## config.mk

```make
export PLATFORM = sky130hd
export DESIGN_NAME = lutram_1w_1r
export DESIGN_NICKNAME = d
export VERILOG_FILES = /design/src/design/lutram_1w_1r.sv
export SDC_FILE = /design/constraint.sdc
export NUM_CORES = 1
export LEC_CHECK = 0
export ABC_CLOCK_PERIOD_IN_PS = 1200
export BUFFER_PORTS_ARGS = -buffer_cell sky130_fd_sc_hd__buf_2
export CELL_PAD_IN_SITES_DETAIL_PLACEMENT = 1
export CELL_PAD_IN_SITES_GLOBAL_PLACEMENT = 1
export CORE_MARGIN = 2
export CORE_UTILIZATION = 42
export DETAILED_ROUTE_END_ITERATION = 7
export GPL_ROUTABILITY_DRIVEN = 0
export PLACE_DENSITY = 0.77
export SLEW_MARGIN = 25
export SYNTH_ARGS = -nofsm -noshare
export SYNTH_HDL_FRONTEND = slang
export SYNTH_SLANG_ARGS = --single-unit
```

## constraint.sdc

```tcl
create_clock -name clk -period 1.2 [get_ports clk]
set_input_delay 0.12 -clock clk [delete_from_list [all_inputs] [get_ports clk]]
set_output_delay 0.12 -clock clk [all_outputs]
set_load 0.02 [all_outputs]
```

## src/design/lutram_1w_1r.sv

```systemverilog
// LUT-style RAM with one synchronous write port and one asynchronous read port
`timescale 1ns/1ps

module lutram_1w_1r #(
    parameter type DATA_TYPE = logic,
    parameter int DEPTH = 32
) (
    input logic clk,
    input logic [$clog2(DEPTH)-1:0] waddr,
    input logic [$clog2(DEPTH)-1:0] raddr,
    input logic ram_write,
    input DATA_TYPE new_ram_data,
    output DATA_TYPE ram_data_out
);

    DATA_TYPE ram [DEPTH];

    always_ff @(posedge clk) begin
        if (ram_write)
            ram[waddr] <= new_ram_data;
    end

    // Read is combinational, new data visible after the write edge
    assign ram_data_out = ram[raddr];

endmodule

```

==> summary.md <==
| Metric | Value |
|---|---|
| Syn Inst Count | `119` |
| Num rows | `21` |
| CTS tree | `yes` |
| Syn Nets | `132` |
| Post-route core utilization | `49.83%` |
| Top Registers | `ram x32` |
| Root buf cell | `clkbuf_4` |
| Slew Limit Headroom | `69.70%` |
| Setup Buffers After CTS | `0` |
| Violated checks | `setup timing` |
| Highest clock rate | `579.6 MHz` |
| Port bufs | `13` |
| Wire length of the first global-routing pass | `4.871 mm` |
| DP Worst Slack | `-299.4 ps` |
| Crit-path max FO | `1` |
| Clk pin slew, worst setup/hold paths | `90 ps` |
| Routed Antenna Nets | `0` |
| CP top delay family | `compound AO/OA/AOI/OAI gates` |
| Pin count of the biggest net entering global routing | `33` |
| Area Growth Syn to Fin | `12.78%` |
| Final Instance Area | `1689 µm²` |
| Worst vdd ir | `0.0007078 V` |
| Starting density of the core | `44.19%` |
| Wire per inst | `15.33 µm` |
| Min-delay worst type | `input pin to register` |
| Syn_area_per_cell | `12.59 µm²` |
| Final TNS setup | `-525.4 ps` |
| Syn Std Cell Area | `1498 µm²` |
| I/O pin cnt | `14` |
| Commonest non-fill, non-tap cells in the layout | `nor2_1, edfxtp_1, mux2i_1, buf_2, nand2_1` |
| Max Cap Viol | `0` |
| Final std cells w/o fill | `188` |
| Crit path from | `ram[11]` |
| Static Leakage | `0.0005949 µW` |
| Nets | `155` |
| Initial antenna violation count | `0` |
| Via-per-instance ratio | `5.255` |
| Buffers & Inverters on Critical Path | `1` |
| Placed cells | `181` |
| Slowest cell on crit path | `edfxtp_1` |
| Die width | `63.72 µm` |
| Max incr delay on CP | `380 ps` |
| Warnings, synthesis | `0` |
| DRC | `0` |
| CTS Sinks | `32` |
| Critical Path RT | `1080 ps` |
| Hold Path Origin | `new_ram_data` |
| Status | `finished, violations left` |
| Antenna diodes | `0` |
| Actual slew at the worst max-slew pin | `454.4 ps` |
| Max reg flops | `32` |
| Vias in the first global route | `1034` |
| Final worst-path cycle share | `143.8%` |
| Layout cells sized above 1 | `19.72%` |
| HPWL after DPL | `2.192 mm` |
| Fillers | `371` |
| DIE AREA | `4060 µm²` |
| RSZ-0062 raised after global routing | `true` |
| Routed WL | `2.882 mm` |
| Finish-stage setup viols | `1` |
| Synth cell types | `20` |
| CP endpoint kind | `output pin` |
| Hold_buf cts | `0` |
| Std-Cell Core Area | `3390 µm²` |
| Pre-antenna DRT Iters | `4` |
| Critical path arrival | `1610 ps` |
| H-tree Lvls | `2` |
| Max clock buf depth | `2` |
| Most common cell after layout, fill and taps aside | `nor2_1` |
| Post-route minimum period | `1725 ps` |
| Final WS setup | `-525.4 ps` |
| Synth Register Bits | `32` |
| Total GRT Usage | `15.77%` |
| Critical Path, Cell by Cell | `mux2i_1 -> a22oi_1 -> nand3_1 -> nand2_1 -> a311o_1 -> buf_2` |
| Die H | `63.72 µm` |
| Pins Over Slew Limit | `0` |
| DP Area | `1643 µm²` |
| Class of the most critical setup path | `register to output pin` |
| Via Count | `988` |
| Critical path startpoint category | `register` |
| Initial DRC count | `41` |
| PwrDens | `1169 nW/µm²` |
| Most flops, register | `ram` |
| Final Hold Fails | `0` |
| Overflow after GRT | `0` |
| Register area share after synthesis | `64.16%` |
| Num CTS Buffers | `5` |
## metrics by stage
stage	power, µW	hold slack, ps
after global routing	2060	287.9
after detailed placement	1465	618.1
after global placement	1456	594.6
after floorplan	1381	218.9
after CTS	1986	263.0
final	1975	272.3
## worst paths after layout
check / end / slack (ps) / cells after the start
setup / recovery: ram_data_out / -530 / 6
hold / removal: ram[15] / 270 / 1
## Yosys cell counts, drive strengths merged
| cell | number | area (µm²) |
|---|---|---|
| nand3b | 5 | 37.54 |
| a311o | 1 | 10.01 |
| and2b | 1 | 7.510 |
| nor2 | 34 | 127.6 |
| nand2 | 7 | 26.28 |
| a22oi | 4 | 30.03 |
| nand4b | 1 | 8.760 |
| or3b | 3 | 26.28 |
| and2 | 1 | 6.260 |
| edfxtp | 32 | 960.9 |
| nor2b | 1 | 6.260 |
| nand2b | 1 | 6.260 |
| or3 | 1 | 6.260 |
| a211oi | 1 | 7.510 |
| clkbuf | 1 | 3.750 |
| buf | 2 | 31.28 |
| a21oi | 3 | 15.01 |
| mux2i | 16 | 160.2 |
| nand3 | 4 | 20.02 |
## power by group
part / internal [µW] / total, µW / switching (µW)
clock network: 215 / 536 / 321
logic: 81.1 / 194 / 113
registers: 1240 / 1250 / 3.97
## metal layers
layer | wire [µm] | GRT usage [%]
met5 | 0 | 0
met3 | 175 | 4.286
met2 | 1375 | 25.92
met1 | 1310 | 20.40
met4 | 21 | 4.620
## kinds of logic after synthesis
family / count (synthesis) / share of synthesized area [%]
compound gates: 9 / 4.177
buf+inv: 3 / 2.339
flops: 32 / 64.16
mux: 16 / 10.69
simple gates: 59 / 18.63
## final cells by class
cell class / instances / area, µm² / area share [%]
Clock buffer: 6 / 41.29 / 2.444
Sequential cell: 32 / 960.9 / 56.89
Tap cell: 46 / 57.56 / 3.407
Clock inverter: 1 / 5.005 / 0.2963
Multi-Input combinational cell: 84 / 501.7 / 29.70
Timing Repair Buffer: 19 / 122.6 / 7.259
## repair_timing
action | in CTS | in global routing
endpoints found under the setup margin | 1 | 1
pin swaps | 0 | 1
gates resized for setup | 0 | 0
No activity file was read; power rests on OpenSTA's default activity.
