`src/design/xlate_pkg.sv`:
```
// Data-side translation unit: Sv32 widths, PTE layout and payloads passed between its blocks
package xlate_pkg;

    localparam int ASID_W = 9;      // Sv32 ASID field
    localparam int PAGE_OFF_W = 12; // 4 KiB pages
    localparam int VPN_SEG_W = 10;  // VPN slice per walk level
    localparam int PT_IDX_W = 16;   // Widest page-table word index on the write port

    typedef logic [31:0] vaddr_t;
    typedef logic [31:0] paddr_t;
    typedef logic [19:0] ppn_t;
    typedef logic [ASID_W-1:0] asid_t;

    //////////////////////////////////////////////////
    // Sv32 page table entry, only low flag bits decoded
    typedef struct packed {
        ppn_t ppn;            // [31:12]
        logic [7:0] reserved; // D, A, U, X and RSW, ignored
        logic is_global;
        logic writable;
        logic readable;       // Clear at level 1 means pointer
        logic valid;
    } pte_t;

    typedef enum logic {
        OP_XLATE = 1'b0,
        OP_FENCE = 1'b1
    } op_kind_e;

    // Flush mode from {addr_only, asid_only}
    typedef struct packed {
        logic addr_only;
        logic asid_only;
        vaddr_t addr;
        asid_t asid;
    } fence_t;

    typedef struct packed {
        vaddr_t vaddr;
        logic rnw;      // 1 = load
        asid_t asid;
    } xlate_req_t;

    typedef struct packed {
        op_kind_e kind;
        xlate_req_t req;
        fence_t fence;
    } xlate_op_t;

    typedef struct packed {
        paddr_t paddr;
        logic fault;
    } xlate_rsp_t;

    // Walker result handed back to the TLB
    typedef struct packed {
        vaddr_t vaddr;
        ppn_t ppn;
        logic is_global;
        logic fault;
        asid_t asid;
    } fill_t;

    typedef struct packed {
        logic [PT_IDX_W-1:0] idx; // Word index into the page-table memory
        pte_t pte;
    } pt_wr_t;

endpackage

```
`src/design/page_walker.sv`:
```
// Sv32 page-table walker: two-level walk over the page-table memory, returns a fill or a fault
`timescale 1ns/1ps

module page_walker #(
    parameter int PT_ADDR_W = 12
) (
    input logic clk,
    input logic rst,
    input xlate_pkg::ppn_t root_ppn,
    input logic walk_valid,
    output logic walk_ready,
    input xlate_pkg::xlate_req_t walk_req,
    output logic [PT_ADDR_W-1:0] pt_raddr,
    input xlate_pkg::pte_t pt_rdata,
    output logic fill_valid,
    output xlate_pkg::fill_t fill
);
    import xlate_pkg::*;

    typedef enum logic [1:0] {W_IDLE, W_L1, W_L0, W_DONE} walk_state_e;

    walk_state_e state;
    xlate_req_t req_r;
    ppn_t ppn_r;       // Table base during the walk, leaf page at the end
    logic glob_r;
    logic fault_r;
    logic [VPN_SEG_W-1:0] vpn_seg;
    logic [$bits(ppn_t)+VPN_SEG_W-1:0] word_addr;
    logic l1_fault;
    logic l0_fault;

    //////////////////////////////////////////////////
    // PTE address, page number wraps modulo memory size
    assign vpn_seg = (state == W_L1) ? req_r.vaddr[31 -: VPN_SEG_W]
                                     : req_r.vaddr[PAGE_OFF_W +: VPN_SEG_W];
    assign word_addr = {ppn_r, vpn_seg};
    assign pt_raddr = word_addr[PT_ADDR_W-1:0];

    // Level 1 must point onward, megapages unsupported
    assign l1_fault = ~pt_rdata.valid | pt_rdata.readable;

    // Level 0 must be a readable leaf, stores also need W
    assign l0_fault = ~pt_rdata.valid | ~pt_rdata.readable
                    | (~req_r.rnw & ~pt_rdata.writable);

    always_ff @(posedge clk) begin
        if (rst) begin
            state <= W_IDLE;
        end else begin
            case (state)
                W_IDLE: if (walk_valid) state <= W_L1;
                W_L1: state <= l1_fault ? W_DONE : W_L0;
                W_L0: state <= W_DONE;
                default: state <= W_IDLE;  // Done pulse lasts one cycle
            endcase
        end
    end

    //////////////////////////////////////////////////
    // Walk datapath
    always_ff @(posedge clk) begin
        case (state)
            W_IDLE: begin
                req_r <= walk_req;  // Captured on the handshake
                ppn_r <= root_ppn;
                fault_r <= 1'b0;
            end
            W_L1: begin
                ppn_r <= pt_rdata.ppn;
                glob_r <= pt_rdata.is_global;
                fault_r <= l1_fault;
            end
            W_L0: begin
                ppn_r <= pt_rdata.ppn;
                glob_r <= glob_r | pt_rdata.is_global;  // Global pointer covers its leaves
                fault_r <= l0_fault;
            end
            default: begin
            end
        endcase
    end

    assign walk_ready = (state == W_IDLE);
    assign fill_valid = (state == W_DONE);
    assign fill = '{vaddr: req_r.vaddr, ppn: ppn_r, is_global: glob_r,
                    fault: fault_r, asid: req_r.asid};

endmodule

```
`config.mk`:
```
export PLATFORM = sky130hd
export DESIGN_NAME = page_walker
export DESIGN_NICKNAME = d
export VERILOG_FILES = /design/src/design/xlate_pkg.sv /design/src/design/page_walker.sv
export SDC_FILE = /design/constraint.sdc
export NUM_CORES = 1
export LEC_CHECK = 0
export ABC_AREA = 1
export BUFFER_PORTS_ARGS = -buffer_cell sky130_fd_sc_hd__buf_2
export CORE_UTILIZATION = 43
export CTS_BUF_LIST = sky130_fd_sc_hd__clkbuf_8 sky130_fd_sc_hd__clkbuf_16
export DETAILED_ROUTE_END_ITERATION = 7
export HOLD_SLACK_MARGIN = 0.15
export PLACE_DENSITY = 0.88
export SKIP_CTS_REPAIR_TIMING = 1
export SLEW_MARGIN = 20
export SYNTH_ARGS = -nofsm -noshare
export SYNTH_HDL_FRONTEND = slang
export SYNTH_SLANG_ARGS = --single-unit
```
`constraint.sdc`:
```
create_clock -name clk -period 2.65 [get_ports clk]
set_input_delay 0.53 -clock clk [delete_from_list [all_inputs] [get_ports clk]]
set_output_delay 0.53 -clock clk [all_outputs]
set_load 0.05 [all_outputs]
```
==> impl_results.md <==
- Setup crit start kind: register
- Arrival @ worst endpoint: 2010 ps
- RSZ-0062 raised after global routing: no
- Gr usage total: between 10% and 20%
- Clk sinks: 66
- Seq/Total Area, Yosys: 68.2%
- WL final: approximately 5600 um
- #FFs+latches synth: 66
- N_diodes: 0
- DR iter-0 viols: between 50 and 60
- CTS tree: done
- CP Max Fanout: 11
- DR pass1 iterations: 6
- Synth cell types: 16
- Initial antenna violation count: 0
- Remaining global-route overflow: 0
- Hpwl dp: roughly 4100 um
- Wire length of the first global-routing pass: between 8000 and 9000 um
- Period utilization: between 90% and 100%
- Vias: approximately 1.9k
- CTS max path bufs: 2
- # fillers: 553
- DR WL/cell: between 10 and 15 um
- Area of the mapped netlist: roughly 0.0029 sq mm
- Critical Path End Type: output pin
- Clock root buffer: clkbuf_8
- Routability cong.: between 0.6 and 0.7
- Core footprint: ~0.0064 sq mm
- Final number of max-transition violations: 0
- Post-route clock skew: between 10 and 15 ps
- Die outline area: 0.00702 sq mm
- Setup TNS: 0 ps
- Critical Path RT: between 2000 and 2500 ps
- Status: completed
- DR vias/cell: ~4.5
- Achievable Freq: between 300 and 400 MHz
- Most common cell after layout, fill and taps aside: buf_2
- HP Class: input port to register
- Slew Limit Headroom: 45.3%
- I/O pins: 174
- Largest net degree at the start of global routing: 45
- Fin worst setup slack: ~110 ps
- CTS Buf Count: 9
- Chip height: ~84 um
- DRC: 0
- H-tree depth: 3
- Port buffer count: 165
- Share of cells above drive strength 1: 56.2%
- Initial Util: a little under half
- Syn_nets: roughly 320
- CTS clk-pin slew, worst paths: around 80 ps
- Final Hold Vio Count: 0
- Pre-CTS setup slack: approximately 440 ps
- Crit path kind: register to output pin
- Min Clock Period, post-route: approximately 2500 ps
- Synthesized area per cell: 13.5 sq um
- Mapped Cells: 213
- Clk Latency, worst-skew pair: about 330 ps
- Chip width: ~84 um
- # setup viols final: 0
- Vias in the first global route: between 1.5k and 2k
- Max-cap violations: 0
- Most frequent cells in the layout: buf_2, nand2_1, edfxtp_1, mux2_4, clkbuf_8
- Area grow syn2layout: 26.3%
- Nets: 443
- Tightest Pin Transition: between 800 and 900 ps
- # rows: 29
- Antenna viol nets, final: 0
- Synth warnings: 0
[worst max-delay path, stage by stage, from the launching register on]
cell	delay (ps)
dfxtp_1	370
inv_1	100
ha_1	650
mux2_4	350
buf_2	210
[state kept, by name (all words and copies together), names as in the netlist]
| register | count |
|---|---|
| req_r | 1 |
| fill | 41 |
| state | 2 |
| fault_r | 1 |
| ppn_r | 20 |
| glob_r | 1 |
[layout make-up]
class | count | area (sq um) | share of cell area, %
clock buffer | 9 | 124 | 3.41
timing repair buffer | 166 | 833 | 22.9
inverter | 6 | 22.5 | 0.620
tap | 77 | 96.3 | 2.65
clock inverter | 7 | 68.8 | 1.90
sequential | 66 | 1960 | 54.0
multi-input combinational | 91 | 524 | 14.4
[cells in the mapped netlist]
cell type / instances / share of area, %
mux2_4: 10 / 5.2
a21o_1: 1 / 0.26
inv_1: 5 / 0.65
edfxtp_1: 64 / 67
buf_4: 45 / 12
buf_6: 1 / 0.39
buf_2: 4 / 0.70
a211oi_1: 1 / 0.26
o21bai_1: 1 / 0.26
o21ai_0: 1 / 0.17
ha_1: 6 / 2.6
a21oi_1: 2 / 0.35
nor2_1: 3 / 0.39
inv_2: 1 / 0.13
nand2_1: 66 / 8.6
dfxtp_1: 2 / 1.4
[metrics by stage]
step | instance area (sq um) | util [%] | hold slack [ps] | cells
floorplan | 2880 | - | 525 | 213
global route | 3630 | 56.9 | 337 | 422
CTS | 3630 | 56.9 | 345 | 422
global placement | 3440 | 53.8 | 533 | 406
finish | 3630 | 56.9 | 364 | 422
detailed placement | 3440 | 53.8 | 545 | 406
[worst paths after layout]
kind,startpoint,to,slack [ps],cells past startpoint
setup / recovery,state[1],pt_raddr[0],110,4
hold / removal,walk_req[14],fill[35],360,1
setup reg to reg,state[1],ppn_r[16],790,5
hold reg to reg,glob_r,glob_r,560,1
[routing by layer]
layer	global-route usage [%]	vias to the layer above	share of wire, %
li1	-	925	-
met1	17.5	884	37
met2	30.7	101	54
met3	6.23	5	7.9
met4	6.47	0	0.68
met5	0	-	0
[cell families (layout without fill, tap and decap cells)]
| kind of cell | count (synthesis) | after routing | synth area share [%] |
|---|---|---|---|
| fa+ha+maj | 6 | 6 | 2.61 |
| compound gates | 6 | 6 | 1.31 |
| flops | 66 | 66 | 68.2 |
| simple gates | 69 | 69 | 9.01 |
| mux | 10 | 10 | 5.22 |
| buf+inv | 56 | 188 | 13.6 |
Power is not shown: default switching activity piles up to over one toggle a cycle in this logic, so the estimate is an artifact.
