===== src/design/xlate_pkg.sv =====
// Data-side translation unit: Sv32 widths, PTE layout and payloads passed between its blocks
package xlate_pkg;

    localparam int ASID_W = 9;      // Sv32 ASID field
    localparam int PAGE_OFF_W = 12; // 4 KiB pages
    localparam int VPN_SEG_W = 10;  // VPN slice per walk level
    localparam int PT_IDX_W = 16;   // Widest page-table word index on the write port

    typedef logic [31:0] vaddr_t;
    typedef logic [31:0] paddr_t;
    typedef logic [19:0] ppn_t;
    typedef logic [ASID_W-1:0] asid_t;

    //////////////////////////////////////////////////
    // Sv32 page table entry, only low flag bits decoded
    typedef struct packed {
        ppn_t ppn;            // [31:12]
        logic [7:0] reserved; // D, A, U, X and RSW, ignored
        logic is_global;
        logic writable;
        logic readable;       // Clear at level 1 means pointer
        logic valid;
    } pte_t;

    typedef enum logic {
        OP_XLATE = 1'b0,
        OP_FENCE = 1'b1
    } op_kind_e;

    // Flush mode from {addr_only, asid_only}
    typedef struct packed {
        logic addr_only;
        logic asid_only;
        vaddr_t addr;
        asid_t asid;
    } fence_t;

    typedef struct packed {
        vaddr_t vaddr;
        logic rnw;      // 1 = load
        asid_t asid;
    } xlate_req_t;

    typedef struct packed {
        op_kind_e kind;
        xlate_req_t req;
        fence_t fence;
    } xlate_op_t;

    typedef struct packed {
        paddr_t paddr;
        logic fault;
    } xlate_rsp_t;

    // Walker result handed back to the TLB
    typedef struct packed {
        vaddr_t vaddr;
        ppn_t ppn;
        logic is_global;
        logic fault;
        asid_t asid;
    } fill_t;

    typedef struct packed {
        logic [PT_IDX_W-1:0] idx; // Word index into the page-table memory
        pte_t pte;
    } pt_wr_t;

endpackage


===== src/design/xlate_rsp_buffer.sv =====
// Response buffer: two-entry FIFO between the TLB result and the requester
`timescale 1ns/1ps

module xlate_rsp_buffer (
    input logic clk,
    input logic rst,
    input logic res_valid,
    output logic res_ready,
    input xlate_pkg::xlate_rsp_t res,
    output logic rsp_valid,
    input logic rsp_ready,
    output xlate_pkg::xlate_rsp_t rsp
);
    import xlate_pkg::*;

    xlate_rsp_t mem [2];
    logic wr_ptr;
    logic rd_ptr;
    logic [1:0] count;   // 0 to 2 held
    logic push;
    logic pop;

    assign res_ready = (count != 2'd2);   // Full rate while not full
    assign rsp_valid = (count != 2'd0);
    assign push = res_valid & res_ready;
    assign pop = rsp_valid & rsp_ready;

    always_ff @(posedge clk) begin
        if (rst) begin
            wr_ptr <= 1'b0;
            rd_ptr <= 1'b0;
            count <= 2'd0;
        end else begin
            if (push) wr_ptr <= ~wr_ptr;
            if (pop) rd_ptr <= ~rd_ptr;
            count <= count + {1'b0, push} - {1'b0, pop};
        end
    end

    always_ff @(posedge clk) begin
        if (push)
            mem[wr_ptr] <= res;
    end

    assign rsp = mem[rd_ptr];

endmodule


===== config.mk =====
export PLATFORM = sky130hd
export DESIGN_NAME = xlate_rsp_buffer
export DESIGN_NICKNAME = d
export VERILOG_FILES = /design/src/design/xlate_pkg.sv /design/src/design/xlate_rsp_buffer.sv
export SDC_FILE = /design/constraint.sdc
export NUM_CORES = 1
export LEC_CHECK = 0
export BUFFER_PORTS_ARGS = -buffer_cell sky130_fd_sc_hd__buf_2
export CORE_MARGIN = 5
export CORE_UTILIZATION = 52
export DETAILED_ROUTE_END_ITERATION = 10
export MAX_ROUTING_LAYER = met4
export PLACE_DENSITY = 0.79
export SLEW_MARGIN = 40
export SYNTH_ARGS = -nofsm -noshare
export SYNTH_HDL_FRONTEND = slang
export SYNTH_SLANG_ARGS = --single-unit

===== constraint.sdc =====
create_clock -name clk -period 3.2 [get_ports clk]
set_input_delay 0.8 -clock clk [delete_from_list [all_inputs] [get_ports clk]]
set_output_delay 0.8 -clock clk [all_outputs]
set_load 0.02 [all_outputs]

==> run_summary.xml <==
<?xml version="1.0" encoding="UTF-8"?>
<metrics>
  <group name="outcome">
    <metric name="outcome" unit="">completed</metric>
  </group>
  <group name="min_path">
    <metric name="worstHoldPathType" unit="">flip-flop to flip-flop</metric>
  </group>
  <group name="routing">
    <metric name="first_pass_iters" unit="">4</metric>
    <metric name="routed-via-count" unit="">1401</metric>
    <metric name="detail_route.wl_per_cell" unit="µm">16.6</metric>
    <metric name="vias_per_cell" unit="">4.95</metric>
    <metric name="drtAntennaViolNets" unit="">0</metric>
    <metric name="drt_iter0_markers" unit="">82</metric>
    <metric name="drcViolationCount" unit="">0</metric>
    <metric name="wirelength" unit="µm">4700</metric>
  </group>
  <group name="cts">
    <metric name="tritoncts_num_sinks" unit="">71</metric>
    <metric name="clock-root-buffer" unit="">clkbuf_8</metric>
    <metric name="insertion_delay" unit="ns">0.34</metric>
    <metric name="cts-buffers-inserted" unit="">9</metric>
    <metric name="postCtsResizedCells" unit="">0</metric>
    <metric name="clkSlewWorstSetupHoldPaths" unit="ns">0.06</metric>
    <metric name="max-clock-path-buffers" unit="">2</metric>
    <metric name="h-tree-depth" unit="">3</metric>
    <metric name="cts.hold.buffers_added" unit="">0</metric>
    <metric name="cts_tree" unit="">built</metric>
    <metric name="cts_setup_buffers" unit="">0</metric>
  </group>
  <group name="power_and_ir_drop">
    <metric name="worst_ir_drop_vdd" unit="mV">0.501</metric>
    <metric name="pwr_density_cell" unit="nW/µm²">788</metric>
    <metric name="leakage" unit="nW">1.34</metric>
    <metric name="total_power" unit="mW">2.65</metric>
  </group>
  <group name="synth">
    <metric name="yosys.area.top_type" unit="">edfxtp_1</metric>
    <metric name="netlist_top_cells_area" unit="">edfxtp_1 72%, mux2_4 17%, dfxtp_1 3.6%, buf_6 1.6%, mux2_1 1.2%</metric>
    <metric name="synth_sequential_area_ratio" unit="">0.757</metric>
    <metric name="synthDominantCellAreaShare" unit="">0.721</metric>
    <metric name="ys_types" unit="">16</metric>
    <metric name="netlist_area" unit="µm²">2750</metric>
    <metric name="synth-edff-count" unit="">66</metric>
    <metric name="synth_common_cells" unit="">66 x edfxtp_1, 31 x mux2_4, 5 x dfxtp_1, 5 x nor2_1, 4 x buf_6</metric>
    <metric name="most_used_flip_flop_cell_after_synthesis" unit="">edfxtp_1</metric>
    <metric name="net_count_after_synthesis" unit="">166</metric>
    <metric name="yosys_register_bits" unit="">71</metric>
    <metric name="synthArstFlopShare" unit="">0</metric>
    <metric name="synth_cells" unit="">127</metric>
    <metric name="synth.most_common_cell" unit="">edfxtp_1</metric>
    <metric name="ys_warn_count" unit="">0</metric>
    <metric name="avgSynthCellArea" unit="µm²">21.6</metric>
  </group>
  <group name="placement">
    <metric name="dpl_worst_slack" unit="ns">0.963</metric>
    <metric name="buffer_ports.inserted" unit="">71</metric>
    <metric name="gp_congestion" unit="">0.710</metric>
    <metric name="place.detailed.hpwl" unit="µm">3350</metric>
  </group>
  <group name="worst_setup_path">
    <metric name="cp.buffers_inverters" unit="">2</metric>
    <metric name="cp.required" unit="ns">2.40</metric>
    <metric name="startpoint_class_of_the_critical_path" unit="">flip-flop</metric>
    <metric name="cp_max_fo" unit="">18</metric>
    <metric name="cpPeakStageDelay" unit="ns">0.69</metric>
    <metric name="endpoint_kind" unit="">primary output</metric>
    <metric name="crit_path_leading_delay_family" unit="">flip-flops</metric>
    <metric name="timing.critical_path.cells" unit="">buf_12, mux2_4, buf_2</metric>
    <metric name="worst_path_max_delay_cell" unit="">dfxtp_2</metric>
    <metric name="timing.setup.critical_path_class" unit="">flip-flop to primary output</metric>
    <metric name="crit_arrival" unit="ns">1.76</metric>
  </group>
  <group name="grt">
    <metric name="grt_max_degree" unit="">34</metric>
    <metric name="globalRouteTotalUtil" unit="">0.155</metric>
    <metric name="grt_pass1_wl" unit="µm">6980</metric>
    <metric name="globalRouteOverflowTotal" unit="">0</metric>
    <metric name="first_global_vias" unit="">1452</metric>
    <metric name="number_of_antenna_violations_at_the_first_check_in_global_routing" unit="">0</metric>
  </group>
  <group name="floorplanning">
    <metric name="die_width" unit="µm">82.7</metric>
    <metric name="placeable_core_region" unit="µm²">5110</metric>
    <metric name="floorplan.die.height" unit="µm">82.7</metric>
    <metric name="die-area" unit="µm²">6840</metric>
    <metric name="initial_core_util" unit="">0.538</metric>
    <metric name="placement_rows" unit="">26</metric>
    <metric name="number_of_i_o_pins" unit="">72</metric>
  </group>
  <group name="final_layout">
    <metric name="syn_to_final_growth" unit="%">22.3</metric>
    <metric name="antenna_cells" unit="">0</metric>
    <metric name="layout.nets" unit="">247</metric>
    <metric name="finalCoreUtilization" unit="">0.658</metric>
    <metric name="drive_gt1_frac" unit="">0.573</metric>
  </group>
  <group name="timing">
    <metric name="final_hold_slack" unit="ns">0.565</metric>
    <metric name="finalCritPeriodShare" unit="">0.800</metric>
    <metric name="grt_setup_unrepaired" unit="">no</metric>
    <metric name="period_needed" unit="ns">2.56</metric>
    <metric name="fin_setup_tns" unit="ns">0</metric>
    <metric name="max_slew.worst_pin.slew" unit="ns">0.575</metric>
    <metric name="timing.clock.skew" unit="ns">0.00549</metric>
    <metric name="slew_viol_final" unit="">0</metric>
    <metric name="timing.final.hold_violations" unit="">0</metric>
    <metric name="layout_setup_ws" unit="ns">0.642</metric>
    <metric name="slew_headroom" unit="">0.617</metric>
    <metric name="max_freq" unit="GHz">0.391</metric>
    <metric name="finalSetupViolCount" unit="">0</metric>
  </group>
  <group name="flow_run">
    <metric name="timing.max_cap.violations" unit="">0</metric>
  </group>
</metrics>
per-stage QoR:
stage | cells | cell area (µm²)
floorplan | 127 | 2750
global placement | 267 | 3190
detailed placement | 267 | 3190
CTS | 283 | 3360
global route | 283 | 3360
finish | 283 | 3360
worst reg2reg max path: cells and delay by family, from the launching register on:
kind,cells,cell delay [ns]
adder cells (fa/ha/maj),2,0.45
flip-flops,1,0.36
AND/OR/NAND/NOR,3,0.32
XOR/XNOR,2,0.35
buffers and inverters,1,0.06
flip-flops by register name, indices dropped and copies added, names as in the netlist, named ones only:
name / cells
count: 2
mem: 66
rd_ptr: 1
wr_ptr: 1
power by group:
| group | switching, mW | internal [mW] | leakage, nW |
|---|---|---|---|
| Combinational | 0.416 | 0.374 | 0.598 |
| Clock | 0.282 | 0.324 | 0.0877 |
| Sequential | 0.0809 | 1.17 | 0.658 |
layout make-up:
type,count,area (µm²)
sequential,71,2080
fill,354,1750
multi-input combinational,51,626
timing repair buffer,74,390
clock buffer,15,166
tap,70,87.6
clock inverter,1,5.00
inverter,1,3.75
layer usage:
layer	vias up	GRT usage	routed length, µm
met5	-	-	0
met4	0	0.0833	95
met3	14	0.0586	298
met2	53	0.271	2640
met1	684	0.145	1670
li1	650	-	-
cells in the final DEF, fill, tap and decap left out:
master | Yosys | routed
and3_1 | 1 | 1
buf_12 | 0 | 1
buf_2 | 0 | 71
buf_4 | 0 | 2
clkbuf_1 | 0 | 4
clkbuf_8 | 0 | 11
clkinv_2 | 0 | 1
dfxtp_1 | 5 | 4
dfxtp_2 | 0 | 1
edfxtp_1 | 66 | 66
ha_1 | 2 | 2
inv_1 | 1 | 1
mux2_1 | 3 | 3
mux2_4 | 31 | 31
nand2_2 | 1 | 1
nand2b_2 | 1 | 1
nor2_1 | 5 | 4
nor2_4 | 0 | 1
nor2b_1 | 2 | 2
o21a_2 | 1 | 1
or2_1 | 1 | 1
xnor2_1 | 2 | 2
xor2_1 | 1 | 1
logic make-up (layout without fill, tap and decap cells):
family / count (synthesis) / count (layout) / synth area share
AOI/OAI and AO/OA: 1 / 1 / 0.00319
buffers and inverters: 5 / 91 / 0.0177
adders and majority gates: 2 / 2 / 0.00910
and+or+nand+nor: 11 / 11 / 0.0214
DFF: 71 / 71 / 0.757
xor gates and xnor gates: 3 / 3 / 0.00956
muxes: 34 / 34 / 0.182
path summary, 6_finish.rpt:
path / cells past startpoint / slack, ns / from / to
max: 3 / 0.64 / flip-flop / rsp[28]
min: 2 / 0.56 / rd_ptr$_SDFFE_PP0P_ / rd_ptr$_SDFFE_PP0P_
max reg2reg: 8 / 1.55 / count[0]$_SDFF_PP0_ / count[1]$_SDFF_PP0_
min reg2reg: 2 / 0.56 / rd_ptr$_SDFFE_PP0P_ / rd_ptr$_SDFFE_PP0P_
Note: power is estimated with default switching activity, not from simulation.
