--- config.mk ---
export PLATFORM = sky130hd
export DESIGN_NAME = dtlb
export DESIGN_NICKNAME = d
export VERILOG_FILES = /design/src/design/xlate_pkg.sv /design/src/design/lutram_1w_1r.sv /design/src/design/dtlb.sv
export SDC_FILE = /design/constraint.sdc
export NUM_CORES = 2
export LEC_CHECK = 0
export ABC_CLOCK_PERIOD_IN_PS = 8100
export BUFFER_PORTS_ARGS = -buffer_cell sky130_fd_sc_hd__buf_2
export CAP_MARGIN = 20
export CORE_UTILIZATION = 25
export DETAILED_ROUTE_END_ITERATION = 8
export PLACE_DENSITY = 0.47
export SKIP_CTS_REPAIR_TIMING = 1
export SLEW_MARGIN = 20
export SYNTH_ARGS = -nofsm -noshare
export SYNTH_HDL_FRONTEND = slang
export SYNTH_HIERARCHICAL = 1
export SYNTH_SLANG_ARGS = --single-unit
export TNS_END_PERCENT = 20
--- constraint.sdc ---
create_clock -name clk -period 8.1 [get_ports clk]
set_input_delay 0.81 -clock clk [delete_from_list [all_inputs] [get_ports clk]]
set_output_delay 0.81 -clock clk [all_outputs]
set_load 0.02 [all_outputs]
--- src/design/xlate_pkg.sv ---
// Data-side translation unit: Sv32 widths, PTE layout and payloads passed between its blocks
package xlate_pkg;

    localparam int ASID_W = 9;      // Sv32 ASID field
    localparam int PAGE_OFF_W = 12; // 4 KiB pages
    localparam int VPN_SEG_W = 10;  // VPN slice per walk level
    localparam int PT_IDX_W = 16;   // Widest page-table word index on the write port

    typedef logic [31:0] vaddr_t;
    typedef logic [31:0] paddr_t;
    typedef logic [19:0] ppn_t;
    typedef logic [ASID_W-1:0] asid_t;

    //////////////////////////////////////////////////
    // Sv32 page table entry, only low flag bits decoded
    typedef struct packed {
        ppn_t ppn;            // [31:12]
        logic [7:0] reserved; // D, A, U, X and RSW, ignored
        logic is_global;
        logic writable;
        logic readable;       // Clear at level 1 means pointer
        logic valid;
    } pte_t;

    typedef enum logic {
        OP_XLATE = 1'b0,
        OP_FENCE = 1'b1
    } op_kind_e;

    // Flush mode from {addr_only, asid_only}
    typedef struct packed {
        logic addr_only;
        logic asid_only;
        vaddr_t addr;
        asid_t asid;
    } fence_t;

    typedef struct packed {
        vaddr_t vaddr;
        logic rnw;      // 1 = load
        asid_t asid;
    } xlate_req_t;

    typedef struct packed {
        op_kind_e kind;
        xlate_req_t req;
        fence_t fence;
    } xlate_op_t;

    typedef struct packed {
        paddr_t paddr;
        logic fault;
    } xlate_rsp_t;

    // Walker result handed back to the TLB
    typedef struct packed {
        vaddr_t vaddr;
        ppn_t ppn;
        logic is_global;
        logic fault;
        asid_t asid;
    } fill_t;

    typedef struct packed {
        logic [PT_IDX_W-1:0] idx; // Word index into the page-table memory
        pte_t pte;
    } pt_wr_t;

endpackage

--- src/design/lutram_1w_1r.sv ---
// LUT-style RAM with one synchronous write port and one asynchronous read port
`timescale 1ns/1ps

module lutram_1w_1r #(
    parameter type DATA_TYPE = logic,
    parameter int DEPTH = 32
) (
    input logic clk,
    input logic [$clog2(DEPTH)-1:0] waddr,
    input logic [$clog2(DEPTH)-1:0] raddr,
    input logic ram_write,
    input DATA_TYPE new_ram_data,
    output DATA_TYPE ram_data_out
);

    DATA_TYPE ram [DEPTH];

    always_ff @(posedge clk) begin
        if (ram_write)
            ram[waddr] <= new_ram_data;
    end

    // Read is combinational, new data visible after the write edge
    assign ram_data_out = ram[raddr];

endmodule

--- src/design/dtlb.sv ---
// Data TLB: set-associative lookup, random replacement, sequential fence flush, walker hand-off
`timescale 1ns/1ps

module dtlb #(
    parameter int TLB_WAYS = 2,
    parameter int TLB_DEPTH = 32
) (
    input logic clk,
    input logic rst,
    input logic translation_on,
    input logic op_valid,
    output logic op_ready,
    input xlate_pkg::xlate_op_t op,
    output logic walk_valid,
    input logic walk_ready,
    output xlate_pkg::xlate_req_t walk_req,
    input logic fill_valid,
    input xlate_pkg::fill_t fill,
    output logic res_valid,
    input logic res_ready,
    output xlate_pkg::xlate_rsp_t res
);
    import xlate_pkg::*;

    localparam int LINE_W = $clog2(TLB_DEPTH);
    localparam int TAG_W = 32 - PAGE_OFF_W - LINE_W;

    typedef logic [LINE_W-1:0] line_t;
    typedef logic [TAG_W-1:0] tag_t;

    typedef struct packed {
        logic valid;
        logic is_global;
        asid_t asid;
        tag_t tag;
        ppn_t ppn;
    } entry_t;

    typedef enum logic [2:0] {S_IDLE, S_CMP, S_WALK, S_WAIT, S_RES, S_FLUSH} state_e;

    state_e state;
    xlate_req_t req_r;    // Translation in flight
    fence_t fence_r;      // Fence in flight, also selects clear mode
    xlate_rsp_t res_r;    // Result formed from a fill
    line_t flush_cnt;
    line_t raddr;
    line_t raddr_r;
    line_t waddr;
    logic clr_en;         // Clear stage, one cycle behind the fence line read
    logic accept;
    logic visit;
    tag_t cmp_tag;
    asid_t cmp_asid;
    entry_t rdata [TLB_WAYS];
    entry_t wdata;
    logic [TLB_WAYS-1:0] write;
    logic [TLB_WAYS-1:0] repl_way;
    logic [TLB_WAYS-1:0] tag_hit;
    logic [TLB_WAYS-1:0] asid_hit;  // Valid, non-global, same ASID
    logic [TLB_WAYS-1:0] glob_hit;  // Valid and global
    logic [TLB_WAYS-1:0] both_hit;
    ppn_t way_ppn [TLB_WAYS];
    ppn_t hit_ppn;
    logic hit;

    assign op_ready = (state == S_IDLE) & ~clr_en; // Wait out the last clear write
    assign accept = op_valid & op_ready;
    assign visit = (state == S_FLUSH) | (accept & (op.kind == OP_FENCE) & op.fence.addr_only);

    //////////////////////////////////////////////////
    // Lookup source
    always_comb begin
        if (state == S_FLUSH) begin
            raddr = flush_cnt;
            cmp_tag = fence_r.addr[31 -: TAG_W];
            cmp_asid = fence_r.asid;
        end else if (state != S_IDLE) begin
            raddr = req_r.vaddr[PAGE_OFF_W +: LINE_W];
            cmp_tag = req_r.vaddr[31 -: TAG_W];
            cmp_asid = req_r.asid;
        end else if (op.kind == OP_FENCE) begin
            raddr = op.fence.addr[PAGE_OFF_W +: LINE_W];
            cmp_tag = op.fence.addr[31 -: TAG_W];
            cmp_asid = op.fence.asid;
        end else begin
            raddr = op.req.vaddr[PAGE_OFF_W +: LINE_W];
            cmp_tag = op.req.vaddr[31 -: TAG_W];
            cmp_asid = op.req.asid;
        end
    end

    for (genvar i = 0; i < TLB_WAYS; i++) begin : g_way
        lutram_1w_1r #(.DATA_TYPE(entry_t), .DEPTH(TLB_DEPTH)) way_ram (
            .clk(clk),
            .waddr(waddr),
            .raddr(raddr),
            .ram_write(write[i]),
            .new_ram_data(wdata),
            .ram_data_out(rdata[i])
        );
    end

    // Compare register, reloaded every cycle
    always_ff @(posedge clk) begin
        for (int i = 0; i < TLB_WAYS; i++) begin
            tag_hit[i] <= rdata[i].tag == cmp_tag;
            asid_hit[i] <= rdata[i].valid & ~rdata[i].is_global & (rdata[i].asid == cmp_asid);
            glob_hit[i] <= rdata[i].valid & rdata[i].is_global;
            way_ppn[i] <= rdata[i].ppn;
        end
    end

    assign both_hit = tag_hit & (asid_hit | glob_hit);
    assign hit = |both_hit;

    always_comb begin
        hit_ppn = '0;
        for (int i = 0; i < TLB_WAYS; i++)
            hit_ppn = hit_ppn | (way_ppn[i] & {$bits(ppn_t){both_hit[i]}}); // One-hot AND-OR
    end

    // Free-running one-hot rotation picks the victim
    always_ff @(posedge clk) begin
        if (rst)
            repl_way <= TLB_WAYS'(1);
        else
            repl_way <= (repl_way << 1) | (repl_way >> (TLB_WAYS - 1));
    end

    //////////////////////////////////////////////////
    // Write port: fence clears or walker fills
    assign waddr = clr_en ? raddr_r : req_r.vaddr[PAGE_OFF_W +: LINE_W];
    assign wdata = '{valid: ~clr_en, is_global: fill.is_global, asid: fill.asid,
                     tag: fill.vaddr[31 -: TAG_W], ppn: fill.ppn};

    always_comb begin
        for (int i = 0; i < TLB_WAYS; i++) begin
            case ({clr_en, fence_r.addr_only, fence_r.asid_only})
                3'b100: write[i] = 1'b1;                     // Everything
                3'b101: write[i] = asid_hit[i];              // One space, globals kept
                3'b110: write[i] = tag_hit[i];               // One address, any space
                3'b111: write[i] = tag_hit[i] & asid_hit[i]; // Address within space
                default: write[i] = fill_valid & ~fill.fault & repl_way[i];
            endcase
        end
    end

    //////////////////////////////////////////////////
    // Control FSM, reset starts a full flush
    always_ff @(posedge clk) begin
        if (rst) begin
            state <= S_FLUSH;
            flush_cnt <= '0;
            fence_r <= '0;
            clr_en <= 1'b0;
        end else begin
            clr_en <= visit;
            case (state)
                S_IDLE: if (accept) begin
                    fence_r <= op.fence;
                    if (op.kind == OP_XLATE)
                        state <= S_CMP;
                    else if (!op.fence.addr_only)
                        state <= S_FLUSH;  // Address fence needs only the clear stage
                end
                S_CMP: begin
                    if (translation_on & ~hit)
                        state <= S_WALK;
                    else if (res_ready)
                        state <= S_IDLE;
                end
                S_WALK: if (walk_ready) state <= S_WAIT;
                S_WAIT: if (fill_valid) state <= S_RES;
                S_RES: if (res_ready) state <= S_IDLE;
                S_FLUSH: begin
                    flush_cnt <= flush_cnt + 1'b1;
                    if (flush_cnt == line_t'(TLB_DEPTH - 1))
                        state <= S_IDLE;
                end
                default: state <= S_IDLE;
            endcase
        end
    end

    always_ff @(posedge clk) begin
        raddr_r <= raddr;
        if (accept)
            req_r <= op.req;
        if (fill_valid) begin
            res_r.paddr <= {fill.ppn, req_r.vaddr[PAGE_OFF_W-1:0]};
            res_r.fault <= fill.fault;
        end
    end

    assign walk_valid = (state == S_WALK);
    assign walk_req = req_r;
    assign res_valid = (state == S_RES) | ((state == S_CMP) & (hit | ~translation_on));

    always_comb begin
        if (state == S_RES) begin
            res = res_r;
        end else begin
            res.fault = 1'b0;
            res.paddr = translation_on ? {hit_ppn, req_r.vaddr[PAGE_OFF_W-1:0]} : req_r.vaddr;
        end
    end

endmodule

==> out/metrics.csv <==
stage;metric;value;unit
status;run_status;completed;
placed_design;io_buffers;204;
floorplanning;die_w;701;um
placed_design;placedInstanceArea;0.132;mm^2
yosys;syn-instance-count;7095;
grt;grt_pass1_wl;542;mm
placed_design;place.gp.congestion;0.826;
cts;clockBufferDepth;4;
grt;overflow;0;
yosys;syn-num-nets;7253;
sta;layout_min_cycle_time;5980;ps
cells_and_area;finalInstanceArea;0.143;mm^2
sta;hold_viol_final;0;
grt;grt_pass1_vias;66460;
routing;dr.first_iter.drc_count;7140;
floorplanning;core;0.486;mm^2
cells_and_area;area_delta_synth_final;17.0;%
routing;vias;67660;
sta;finalCritPeriodShare;0.738;
cts;h-tree-depth;5;
grt;antenna_found_initial;53;
worst_setup_path;crit_path_max_fanout;48;
yosys;yosys_warnings;6;
power_and_ir_drop;peakVddDrop;267;uV
sta;clock_skew;61.2;ps
cells_and_area;layout_common_cells;edfxtp_1 (3019), mux2i_1 (1494), nand2_1 (397), clkbuf_16 (353), a21oi_1 (321);
power_and_ir_drop;powerDensity;311;mW/mm^2
worst_setup_path;critPathLaunchType;flop;
yosys;synth.ff_latch_count;3107;
yosys;synth_cell_types;65;
worst_setup_path;arrival;6810;ps
floorplanning;die_h;701;um
floorplanning;start_util;0.251;
cells_and_area;fillers;48050;
cells_and_area;stdcell_count;14279;
cts;root_buffer;clkbuf_16;
sta;tightest_slew;1220;ps
cts;cts_sinks;3107;
routing;avgViaCountPerCell;4.74;
worst_setup_path;cp.required;8930;ps
yosys;synth-edff-count;3019;
sta;drv_slew;0;
floorplanning;row_count;256;
routing;routedWlPerCell;27.9;um
floorplanning;ios;234;
placed_design;place_inst;13626;
yosys;async_flop_share;0;
yosys;synth_seq_area_share;0.757;
cts;clock_latency;990;ps
floorplanning;die-area;0.491;mm^2
cts;cts_tree;built;
cells_and_area;drive_gt1_frac;0.141;
placed_design;place_hpwl;232;mm
yosys;synth_area_per_cell;17.2;um^2
routing;ant_nets;0;
sta;tns;0;ps
sta;max_freq;167;MHz
flow_run;max_cap_violations;0;
cells_and_area;fin_util;0.294;
sta;rsz0062_at_grt;false;
worst_setup_path;worst_setup_path_end_kind;flop;
cts;numCtsBuffers;349;
cells_and_area;layout_commonest_cell;edfxtp_1;
yosys;synthesis.area;0.122;mm^2
grt;grt_max_degree;119;
routing;drc;0;
min_path;worstHoldPathType;primary input to flop;
sta;max_slew_margin;0.186;
power_and_ir_drop;p_leak;46.4;nW
routing;drtPass1Iterations;7;
worst_setup_path;worst-setup-path-type;flop to flop;
cts;clkSlewWorstSetupHoldPaths;60;ps
routing;routed_wl;399;mm
yosys;synthFlopType;edfxtp_1;
sta;setup_viol;0;
grt;grt_usage;0.156;
cells_and_area;nets;7687;
-- synth_stat cells (4+ instances only) --
| master | n | area (um^2) |
|---|---|---|
| xor2_1 | 47 | 412 |
| buf_4 | 94 | 706 |
| xnor2_1 | 34 | 298 |
| buf_2 | 96 | 480 |
| buf_1 | 12 | 45.0 |
| dfxtp_1 | 88 | 1760 |
| buf_8 | 21 | 315 |
| nand2_1 | 399 | 1500 |
| clkbuf_1 | 132 | 495 |
| buf_6 | 45 | 507 |
| mux2i_1 | 1495 | 15000 |
| or3b_2 | 6 | 52.6 |
| nor3_1 | 100 | 500 |
| nand3_1 | 289 | 1450 |
| edfxtp_1 | 3019 | 90700 |
| mux2_2 | 25 | 282 |
| a221o_1 | 4 | 40.0 |
| o21ai_0 | 59 | 295 |
| and2_1 | 5 | 31.3 |
| o221ai_1 | 4 | 35.0 |
| nand4_1 | 6 | 37.5 |
| o22ai_1 | 9 | 56.3 |
| a31oi_1 | 96 | 601 |
| nand2b_1 | 7 | 43.8 |
| inv_1 | 16 | 60.1 |
| a21oi_1 | 321 | 1610 |
| a22o_1 | 185 | 1620 |
| a22oi_1 | 298 | 2240 |
| nor4_1 | 8 | 50.1 |
| or3_1 | 5 | 31.3 |
| clkbuf_4 | 6 | 45.0 |
| o2111ai_1 | 5 | 43.8 |
| nand3b_1 | 13 | 97.6 |
| nor2_1 | 96 | 360 |
| a221oi_1 | 4 | 35.0 |
-- per-stage QoR --
stage                     setup WS [ps]  power (W)  hold slack (ps)
after floorplan                    3200     0.0258              417
after global placement             1630     0.0294              427
after detailed placement           1700     0.0294              448
after CTS                          2230     0.0448            -49.9
after global routing               2020     0.0459            -1.06
final                              2120     0.0444             29.0
-- worst max-delay path, stage by stage (launching register included) --
cell,delay [ps]
dfxtp_1,560
and3b_1,700
buf_4,370
nand2_1,130
o21ai_4,210
buf_4,360
buf_12,350
mux2i_1,250
a22o_1,150
nor3_1,60
a31oi_1,370
nand3_1,560
xnor2_1,340
o2111ai_1,170
o221ai_1,230
nand2_1,80
or4_1,580
a2111oi_2,300
-- report_power, final --
part | total (W) | internal (W) | switching (W)
Combinational | 0.0106 | 0.00371 | 0.00694
Sequential | 0.0184 | 0.0182 | 0.000205
Clock | 0.0154 | 0.00877 | 0.00659
Total | 0.0444 | 0.0307 | 0.0137
-- layer usage --
metal  global-route usage  part of all wire
met3               0.0331             0.073
met5                    0           0.00057
met2                0.249              0.46
met4               0.0459             0.030
met1                0.212              0.44
-- sequential cells by signal, summed over array words and instances, names as in the netlist --
signal / flops
g_way.way_ram/ram: 2944
walk_req: 42
way_ppn: 40
res_r: 33
fence_r: 26
flush_cnt: 5
raddr_r: 5
state: 3
asid_hit: 2
glob_hit: 2
repl_way: 2
tag_hit: 2
clr_en: 1
-- final timing paths --
path,from,endpoint,slack [ps],cells after the start
worst max-delay path,state[2],tag_hit[0],2120,17
worst min-delay path,op[52],walk_req[9],30,1
worst max register to register,state[2],tag_hit[0],2120,17
worst min register to register,fence_r[5],fence_r[5],460,2
-- layout make-up --
cell class,instances,area (um^2),area share
repair buffers,489,3570,0.0250
multi-input cells,3564,27700,0.194
clock inverters,179,1730,0.0121
clock buffers,458,9340,0.0653
diodes,14,35.0,0.000245
inverters,18,70.1,0.000490
well taps,6450,8070,0.0565
flip-flops and latches,3107,92400,0.647
-- cell families (layout without fill, tap and decap cells) --
logic type,Yosys count,after routing,share of synthesized area
flip-flops,3107,3107,0.757
multiplexers,1523,1523,0.125
AO/OA/AOI/OAI,1004,1004,0.0552
AND/OR/NAND/NOR,954,954,0.0353
buffers and inverters,424,1144,0.0218
XOR/XNOR,81,81,0.00581
adder cells (fa/ha/maj),2,2,0.000205
other,0,14,0
No activity file was read; power rests on OpenSTA's default activity.
